**src/mm_macros.svh**
```systemverilog
/* Size macros for the block matrix multiplier
   Element format, tile edge, matrix dimensions and memory depth */
`ifndef MM_MACROS_SVH
`define MM_MACROS_SVH

// Signed Q8.8 element
`define MM_WIDTH 16
`define MM_FRAC 8

// Tile edge of the output blocks
`define MM_BLOCK 2

// Shared inner dimension of A and B
`define MM_INNER 4
`define MM_ROWS_A 6
`define MM_COLS_B 6

// Block rows of C and block columns of C
`define MM_BLK_ROWS (`MM_ROWS_A / `MM_BLOCK)
`define MM_BLK_COLS (`MM_COLS_B / `MM_BLOCK)

// One word per block and inner index
`define MM_MEM_DEPTH (`MM_BLK_ROWS * `MM_INNER)
`define MM_ACC_WIDTH 40

`endif

```
**src/mm_types_pkg.sv**
```systemverilog
/* Data types of the block matrix multiplier
   Elements, memory slices, accumulators and output tiles */
package mm_types_pkg;

`include "mm_macros.svh"

    // One signed Q8.8 value
    typedef logic signed [`MM_WIDTH-1:0] elem_t;

    // Column of an A block row at one inner index, element r at [r]
    typedef elem_t [`MM_BLOCK-1:0] a_slice_t;

    // Row of a B block column at one inner index, element c at [c]
    typedef elem_t [`MM_BLOCK-1:0] b_slice_t;

    // Full precision sum over the inner dimension
    typedef logic signed [`MM_ACC_WIDTH-1:0] acc_t;

    // Row major tile, (0,0) in the low 16 bits
    typedef elem_t [`MM_BLOCK-1:0][`MM_BLOCK-1:0] tile_t;

endpackage

```
**src/mm_ctrl_pkg.sv**
```systemverilog
/* Control types of the block matrix multiplier
   Sequencer state, memory addresses and loop counters */
package mm_ctrl_pkg;

`include "mm_macros.svh"

    typedef enum logic [1:0] {
        IDLE,   // Waiting for start, loading allowed
        RUN,    // Issuing slice reads
        FINISH  // All reads issued, draining tiles
    } seq_state_t;

    // Word address into either tile memory
    typedef logic [$clog2(`MM_MEM_DEPTH)-1:0] mem_addr_t;

    // Block row or block column of C
    typedef logic [$clog2(`MM_BLK_ROWS)-1:0] blk_idx_t;

    // Position along the inner dimension
    typedef logic [$clog2(`MM_INNER)-1:0] k_idx_t;

endpackage

```
**src/tile_mem.sv**
```systemverilog
/* Inferred one-write one-read memory with registered read
   Word type set per instance */
`timescale 1ns/1ns

`include "mm_macros.svh"

module tile_mem #(
    parameter type word_t = mm_types_pkg::a_slice_t,
    parameter int  DEPTH  = `MM_MEM_DEPTH
) (
    input  logic                  clk,
    input  logic                  we,     // Load strobe, never stalls
    input  mm_ctrl_pkg::mem_addr_t waddr,
    input  word_t                 wdata,
    input  logic                  rd_en,  // From the sequencer
    input  mm_ctrl_pkg::mem_addr_t raddr,
    output word_t                 rdata
);

    word_t mem [DEPTH]; // No reset on contents

    // Write port
    always_ff @(posedge clk) begin
        if (we) begin
            mem[waddr] <= wdata;
        end
    end

    // Read port, one cycle latency, holds value between reads
    always_ff @(posedge clk) begin
        if (rd_en) begin
            rdata <= mem[raddr];
        end
    end

endmodule

```
**src/block_sequencer.sv**
```systemverilog
/* Block sequencer for the matrix multiplier
   Walks bi, bj and k, issues memory reads with slice flags, tracks tiles and done */
`timescale 1ns/1ns

`include "mm_macros.svh"

module block_sequencer (
    input  logic                   clk,
    input  logic                   rst_n,
    input  logic                   start,
    input  logic                   acc_ready,     // Array can take the next slices
    output logic                   rd_en,
    output mm_ctrl_pkg::mem_addr_t a_raddr,
    output mm_ctrl_pkg::mem_addr_t b_raddr,
    output logic                   slice_valid,   // Memory data valid this cycle
    output logic                   slice_first,
    output logic                   slice_last,
    input  logic                   tile_accepted, // Output handshake completed
    output logic                   busy,
    output logic                   done
);

    localparam mm_ctrl_pkg::blk_idx_t BI_LAST = mm_ctrl_pkg::blk_idx_t'(`MM_BLK_ROWS - 1);
    localparam mm_ctrl_pkg::blk_idx_t BJ_LAST = mm_ctrl_pkg::blk_idx_t'(`MM_BLK_COLS - 1);
    localparam mm_ctrl_pkg::k_idx_t   K_LAST  = mm_ctrl_pkg::k_idx_t'(`MM_INNER - 1);

    mm_ctrl_pkg::seq_state_t state;
    mm_ctrl_pkg::blk_idx_t   bi;      // Issue side block row
    mm_ctrl_pkg::blk_idx_t   bj;      // Issue side block column
    mm_ctrl_pkg::k_idx_t     k;
    mm_ctrl_pkg::blk_idx_t   out_bi;  // Tile being handed out
    mm_ctrl_pkg::blk_idx_t   out_bj;
    logic                    rd_first; // Flags travelling with the read
    logic                    rd_last;
    logic                    issue;
    logic                    last_issue;
    logic                    out_last;

    // Reads go out only while the array has room
    assign issue      = (state == mm_ctrl_pkg::RUN) && acc_ready;
    assign last_issue = (bi == BI_LAST) && (bj == BJ_LAST) && (k == K_LAST);
    assign out_last   = (out_bi == BI_LAST) && (out_bj == BJ_LAST);
    assign busy       = (state != mm_ctrl_pkg::IDLE);

    always_ff @(posedge clk) begin
        if (!rst_n) begin
            state       <= mm_ctrl_pkg::IDLE;
            bi          <= '0;
            bj          <= '0;
            k           <= '0;
            out_bi      <= '0;
            out_bj      <= '0;
            rd_en       <= 1'b0;
            rd_first    <= 1'b0;
            rd_last     <= 1'b0;
            slice_valid <= 1'b0;
            slice_first <= 1'b0;
            slice_last  <= 1'b0;
            done        <= 1'b0;
        end else begin
            // Read stage
            rd_en    <= issue;
            rd_first <= issue && (k == '0);
            rd_last  <= issue && (k == K_LAST);
            // Delayed one more cycle to meet the memory data
            slice_valid <= rd_en;
            slice_first <= rd_first;
            slice_last  <= rd_last;
            done        <= 1'b0; // Single cycle pulse

            case (state)
                mm_ctrl_pkg::IDLE: begin
                    if (start) begin
                        state <= mm_ctrl_pkg::RUN;
                    end
                end
                mm_ctrl_pkg::RUN: begin
                    if (issue) begin
                        if (k == K_LAST) begin
                            k <= '0;
                            if (bj == BJ_LAST) begin
                                bj <= '0;
                                bi <= (bi == BI_LAST) ? '0 : bi + 1'b1; // Wraps for the next run
                            end else begin
                                bj <= bj + 1'b1;
                            end
                        end else begin
                            k <= k + 1'b1;
                        end
                        if (last_issue) begin
                            state <= mm_ctrl_pkg::FINISH;
                        end
                    end
                end
                mm_ctrl_pkg::FINISH: begin
                    // Wait for the final tile to leave
                    if (tile_accepted && out_last) begin
                        state <= mm_ctrl_pkg::IDLE;
                        done  <= 1'b1;
                    end
                end
                default: state <= mm_ctrl_pkg::IDLE;
            endcase

            // Output side tile count, bi then bj order
            if (tile_accepted) begin
                if (out_bj == BJ_LAST) begin
                    out_bj <= '0;
                    out_bi <= (out_bi == BI_LAST) ? '0 : out_bi + 1'b1;
                end else begin
                    out_bj <= out_bj + 1'b1;
                end
            end
        end
    end

    // Addresses by the layout rule, word = block * INNER + k
    always_ff @(posedge clk) begin
        if (issue) begin
            a_raddr <= mm_ctrl_pkg::mem_addr_t'(bi * `MM_INNER + k);
            b_raddr <= mm_ctrl_pkg::mem_addr_t'(bj * `MM_INNER + k);
        end
    end

endmodule

```
**src/mac_array.sv**
```systemverilog
/* BLOCK x BLOCK outer product accumulator
   Scale and saturate stage into a held output tile register */
`timescale 1ns/1ns

`include "mm_macros.svh"

module mac_array (
    input  logic                  clk,
    input  logic                  rst_n,
    input  logic                  slice_valid,
    input  logic                  slice_first, // Restart sums with this slice
    input  logic                  slice_last,  // Tile complete after this slice
    input  mm_types_pkg::a_slice_t a_slice,
    input  mm_types_pkg::b_slice_t b_slice,
    output logic                  acc_ready,
    output logic                  c_valid,
    input  logic                  c_ready,
    output mm_types_pkg::tile_t   c_data
);

    localparam int BLOCK  = `MM_BLOCK;
    localparam int PROD_W = 2 * `MM_WIDTH;

    // Q8.8 output range in accumulator terms
    localparam mm_types_pkg::acc_t SAT_MAX = (1 <<< (`MM_WIDTH - 1)) - 1;
    localparam mm_types_pkg::acc_t SAT_MIN = -(1 <<< (`MM_WIDTH - 1));

    logic signed [PROD_W-1:0] prod     [BLOCK][BLOCK];
    mm_types_pkg::acc_t       acc      [BLOCK][BLOCK];
    mm_types_pkg::acc_t       sum_next [BLOCK][BLOCK];

    // Floor shift, then clamp to 16 bits
    function automatic mm_types_pkg::elem_t scale_sat(input mm_types_pkg::acc_t sum);
        mm_types_pkg::acc_t shifted;
        shifted = sum >>> `MM_FRAC;
        if (shifted > SAT_MAX) begin
            scale_sat = mm_types_pkg::elem_t'(SAT_MAX);   // 7FFF
        end else if (shifted < SAT_MIN) begin
            scale_sat = mm_types_pkg::elem_t'(SAT_MIN);   // 8000
        end else begin
            scale_sat = mm_types_pkg::elem_t'(shifted);
        end
    endfunction

    // Room when the tile register is empty or leaving now
    assign acc_ready = !c_valid || c_ready;

    always_comb begin
        for (int r = 0; r < BLOCK; r++) begin
            for (int c = 0; c < BLOCK; c++) begin
                prod[r][c] = $signed(a_slice[r]) * $signed(b_slice[c]); // Full Q16.16 product
                sum_next[r][c] = mm_types_pkg::acc_t'(prod[r][c])
                               + (slice_first ? mm_types_pkg::acc_t'(0) : acc[r][c]);
            end
        end
    end

    // Accumulators, restarted by slice_first
    always_ff @(posedge clk) begin
        if (slice_valid) begin
            for (int r = 0; r < BLOCK; r++) begin
                for (int c = 0; c < BLOCK; c++) begin
                    acc[r][c] <= sum_next[r][c];
                end
            end
        end
    end

    // Tile register, loaded with the final sums including the last slice
    always_ff @(posedge clk) begin
        if (slice_valid && slice_last) begin
            for (int r = 0; r < BLOCK; r++) begin
                for (int c = 0; c < BLOCK; c++) begin
                    c_data[r][c] <= scale_sat(sum_next[r][c]);
                end
            end
        end
    end

    // Sequencer gating on acc_ready keeps a new last slice off a full register
    always_ff @(posedge clk) begin
        if (!rst_n) begin
            c_valid <= 1'b0;
        end else if (slice_valid && slice_last) begin
            c_valid <= 1'b1;
        end else if (c_ready) begin
            c_valid <= 1'b0; // Tile taken
        end
    end

endmodule

```
**src/mm_top.sv**
```systemverilog
/* Top level of the block matrix multiplier
   A and B memories, block sequencer and MAC array */
`timescale 1ns/1ns

`include "mm_macros.svh"

module mm_top (
    input  logic                   clk,
    input  logic                   rst_n,
    input  logic                   start,
    output logic                   busy,
    output logic                   done,
    input  logic                   in_we,    // A memory load
    input  mm_ctrl_pkg::mem_addr_t in_waddr,
    input  mm_types_pkg::a_slice_t in_wdata,
    input  logic                   wb_we,    // B memory load
    input  mm_ctrl_pkg::mem_addr_t wb_waddr,
    input  mm_types_pkg::b_slice_t wb_wdata,
    output logic                   c_valid,
    input  logic                   c_ready,
    output mm_types_pkg::tile_t    c_data
);

    logic                   rd_en;
    mm_ctrl_pkg::mem_addr_t a_raddr;
    mm_ctrl_pkg::mem_addr_t b_raddr;
    mm_types_pkg::a_slice_t a_slice;
    mm_types_pkg::b_slice_t b_slice;
    logic                   slice_valid;
    logic                   slice_first;
    logic                   slice_last;
    logic                   acc_ready;
    logic                   tile_accepted;

    assign tile_accepted = c_valid && c_ready; // Output transfer this cycle

    tile_mem #(
        .word_t (mm_types_pkg::a_slice_t),
        .DEPTH  (`MM_MEM_DEPTH)
    ) in_mem_i (
        .clk   (clk),
        .we    (in_we),
        .waddr (in_waddr),
        .wdata (in_wdata),
        .rd_en (rd_en),
        .raddr (a_raddr),
        .rdata (a_slice)
    );

    tile_mem #(
        .word_t (mm_types_pkg::b_slice_t),
        .DEPTH  (`MM_MEM_DEPTH)
    ) wb_mem_i (
        .clk   (clk),
        .we    (wb_we),
        .waddr (wb_waddr),
        .wdata (wb_wdata),
        .rd_en (rd_en),
        .raddr (b_raddr),
        .rdata (b_slice)
    );

    block_sequencer seq_i (
        .clk           (clk),
        .rst_n         (rst_n),
        .start         (start),
        .acc_ready     (acc_ready),
        .rd_en         (rd_en),
        .a_raddr       (a_raddr),
        .b_raddr       (b_raddr),
        .slice_valid   (slice_valid),
        .slice_first   (slice_first),
        .slice_last    (slice_last),
        .tile_accepted (tile_accepted),
        .busy          (busy),
        .done          (done)
    );

    mac_array mac_i (
        .clk         (clk),
        .rst_n       (rst_n),
        .slice_valid (slice_valid),
        .slice_first (slice_first),
        .slice_last  (slice_last),
        .a_slice     (a_slice),
        .b_slice     (b_slice),
        .acc_ready   (acc_ready),
        .c_valid     (c_valid),
        .c_ready     (c_ready),
        .c_data      (c_data)
    );

endmodule

```
**config.mk**
```make
export PLATFORM = sky130hd
export DESIGN_NAME = mm_top
export DESIGN_NICKNAME = d
export VERILOG_FILES = /design/src/mm_types_pkg.sv /design/src/mm_ctrl_pkg.sv /design/src/tile_mem.sv /design/src/block_sequencer.sv /design/src/mac_array.sv /design/src/mm_top.sv
export VERILOG_INCLUDE_DIRS = /design/src /design/src/src
export SDC_FILE = /design/constraint.sdc
export NUM_CORES = 2
export LEC_CHECK = 0
export CORE_MARGIN = 2
export CORE_UTILIZATION = 25
export CTS_BUF_LIST = sky130_fd_sc_hd__clkbuf_2 sky130_fd_sc_hd__clkbuf_4 sky130_fd_sc_hd__clkbuf_8
export CTS_CLUSTER_SIZE = 12
export DETAILED_ROUTE_END_ITERATION = 7
export DONT_BUFFER_PORTS = 1
export PLACE_DENSITY_LB_ADDON = 0.08
export SLEW_MARGIN = 0
export SYNTH_ARGS = -nofsm -noshare
export SYNTH_HDL_FRONTEND = slang
export SYNTH_HIERARCHICAL = 1
export SYNTH_SLANG_ARGS = --single-unit
```
**constraint.sdc**
```tcl
create_clock -name clk -period 21.3 [get_ports clk]
set_clock_uncertainty 0.1 [all_clocks]
set_input_delay 4.26 -clock clk [delete_from_list [all_inputs] [get_ports clk]]
set_output_delay 4.26 -clock clk [all_outputs]
set_load 0.01 [all_outputs]
```
==> run metrics <==
status finished, final reports clean; gr usage total 0.149; Total Neg Setup Slack 0 ps; standard-cell rows between 200 and 250; sequential share of the synthesized area 0.356; core area 362000 µm²; post-layout util 0.278; Die Height ~610 µm; main flop type after synthesis edfxtp_1; Tcrit/Tclk final 0.420; Yosys reg bits approximately 1.1k; number of global-route vias before repair between 60k and 70k; grt total ovfl 0; Tmin final roughly 8900 ps; syn nets approximately 9.4k; largest net degree at the start of global routing 99; number of max-cap violations 0; ys async rst share 0; CP Capture Type flop; worst endpoint required time about 22000 ps; synth unique cells 93; drt total wl around 270000 µm; Ys Warns 6; EDFF count, synth 1062; Via Count 54.0k; unrepaired setup endpoints after global routing false; mapped cell area 90800 µm²; Nets 9398; First DRT Iteration DRCs 2549; CP startpoint kind flop; initial antenna violation count 15; cts hold-fix bufs 0; reg2reg start wb_mem_i/rdata[2]; Die ar. 368000 µm²; syn avg cell area about 12 µm²; global placement routability congestion between 0.7 and 0.8; Critical Path AT 9490 ps; Critical Path Fanout Max 32; setup bufs post-CTS 0; post-synthesis cell count 7522; Final Hold Viols 0; Clock Sink Count between 1k and 1.5k; clk root buf clkbuf_8; first-pass GRT wire length between 400000 and 500000 µm; number of nets with antenna violations after routing 0; share of layout cells above drive strength 1 0.0869; Starting Density 0.251; Slew HR 0.169; H-tree levels 4; area taken by multi-input logic gates between 50000 and 60000 µm²; Clock Latency Late Sink between 1000 and 1500 ps; Fill cells 37.4k; setup violation total in the final timing report 0; worst hold path type flop to flop; f_max around 110 MHz; Slew Viols, Final 0; wire length per cell 21.6 µm; CTS tree done; Register Area around 32000 µm²; Vias/cell 4.32; Clock transition at path regs roughly 60 ps; Slew @ Worst Pin about 1200 ps; hpwl dp between 150000 and 200000 µm; Die Width 607 µm; hold path start seq_i/rd_last; CP Class flop to flop; DR DRC count 0; Critical Path Source wb_mem_i/rdata[2]; clk buf depth 4; TritonRoute pass-1 iters 7; Layout area overhead 10.9%; I/O Pins 145; I/O Buffers 0; total CTS buffers 210; cts repair resizes 0
[cell type report]
class,instances,share of cell area
clock inverters,101,0.00779
multi-input cells,4501,0.508
inverters,1620,0.0605
flip-flops and latches,1082,0.321
clock buffers,273,0.0334
well taps,4794,0.0596
diodes,9,0.000224
repair buffers,123,0.00943
[cell usage after synthesis (all sizes together) (6+ instances only)]
| cell | n | area share |
|---|---|---|
| inv | 1620 | 0.067 |
| fa | 1320 | 0.29 |
| edfxtp | 1062 | 0.35 |
| nand2 | 593 | 0.025 |
| and2 | 491 | 0.034 |
| ha | 462 | 0.064 |
| clkbuf | 269 | 0.011 |
| nor2b | 169 | 0.012 |
| o21ai | 150 | 0.0083 |
| nor2 | 147 | 0.0061 |
| a21oi | 139 | 0.0079 |
| mux2i | 131 | 0.014 |
| mux4 | 128 | 0.032 |
| xnor2 | 128 | 0.012 |
| o221ai | 70 | 0.0073 |
| a22oi | 69 | 0.0061 |
| a21o | 52 | 0.0043 |
| buf | 50 | 0.0052 |
| nand2b | 49 | 0.0034 |
| xor2 | 38 | 0.0037 |
| nor3 | 35 | 0.0019 |
| nand3 | 32 | 0.0018 |
| and3 | 29 | 0.0020 |
| nand4 | 27 | 0.0019 |
| o211ai | 22 | 0.0019 |
| a211oi | 20 | 0.0019 |
| dfxtp | 20 | 0.0044 |
| a31oi | 17 | 0.0012 |
| o21a | 16 | 0.0013 |
| o21bai | 14 | 0.0012 |
| a21boi | 13 | 0.0012 |
| nor4 | 13 | 0.00090 |
| o31ai | 12 | 0.0011 |
| nand3b | 11 | 0.0010 |
| a41oi | 9 | 0.00095 |
| or2 | 8 | 0.00055 |
| or3 | 8 | 0.00057 |
| and4 | 7 | 0.00068 |
| a311oi | 6 | 0.00065 |
| a31o | 6 | 0.00058 |
[path summary, 6_finish.rpt]
path,end,depth (start not counted),slack (ps)
setup reg to reg,mac_i/c_data[10],25,12350
setup / recovery,mac_i/c_data[10],25,12350
hold / removal,seq_i/slice_last,1,340
hold reg to reg,seq_i/slice_last,1,340
[registers in the layout, indices dropped and copies added (netlist names), 4 cells and up]
name / cells
in_mem_i/mem: 384
wb_mem_i/mem: 384
mac_i/acc: 160
mac_i/c_data: 64
in_mem_i/rdata: 32
wb_mem_i/rdata: 32
seq_i/a_raddr: 4
[per-layer routing]
layer,track usage,wire [µm],share of wire,vias to the layer above
li1,-,-,-,24300
met1,0.208,127000,0.47,28700
met2,0.244,125000,0.47,762
met3,0.0242,11600,0.043,312
met4,0.0329,5770,0.021,12
met5,0,89,0.00033,-
[kinds of logic (layout without fill, tap and decap cells)]
logic type | Yosys count | after routing | share of synthesized area
and+or+nand+nor | 1637 | 1637 | 0.0925
other | 0 | 9 | 0
DFF | 1082 | 1082 | 0.356
muxes | 259 | 259 | 0.0462
adders and majority gates | 1782 | 1782 | 0.355
AOI/OAI and AO/OA | 657 | 657 | 0.0512
xor gates and xnor gates | 166 | 166 | 0.0160
buffers and inverters | 1939 | 2117 | 0.0834
[cell usage in the layout (no fill, tap or decap), types with 38 or more instances in the layout]
| cell type | instances |
|---|---|
| a21o_1 | 52 |
| a21oi_1 | 134 |
| a22oi_1 | 61 |
| and2_1 | 491 |
| buf_4 | 121 |
| clkbuf_4 | 63 |
| clkbuf_8 | 210 |
| clkinv_1 | 51 |
| edfxtp_1 | 1062 |
| fa_1 | 1320 |
| ha_1 | 462 |
| inv_1 | 1619 |
| mux2i_1 | 131 |
| mux4_2 | 128 |
| nand2_1 | 592 |
| nand2b_1 | 47 |
| nor2_1 | 127 |
| nor2b_1 | 167 |
| o21ai_0 | 134 |
| o221ai_1 | 62 |
| xnor2_1 | 128 |
| xor2_1 | 38 |
[metrics by stage]
step           cell area [µm²]  worst slack, ps  cells  hold WS (ps)
2_1_floorplan            90800            13670   7522           312
3_3_place_gp             96400            12500  12100           318
3_5_place_dp             96400            12380  12100           322
4_1_cts                 101000            12340  12500           337
5_1_grt                 101000            11810  12500           352
6_report                101000            12350  12500           335
[critical path: stages, from the launching register on]
cell,delay [ps]
edfxtp_1,320
buf_4,410
nand2_1,170
inv_1,110
fa_1,580
fa_1,790
inv_1,220
fa_1,510
inv_1,50
fa_1,490
fa_1,490
inv_1,50
fa_1,470
inv_1,40
ha_1,440
nand4_1,130
nor3_1,250
o2111ai_1,200
a31oi_1,590
o21ai_1,180
xnor2_1,190
nor4_1,280
nand3_1,130
or3_1,390
o41ai_4,650
o21ai_0,280
Power is not shown: default switching activity piles up to over one toggle a cycle in this logic, so the estimate is an artifact.
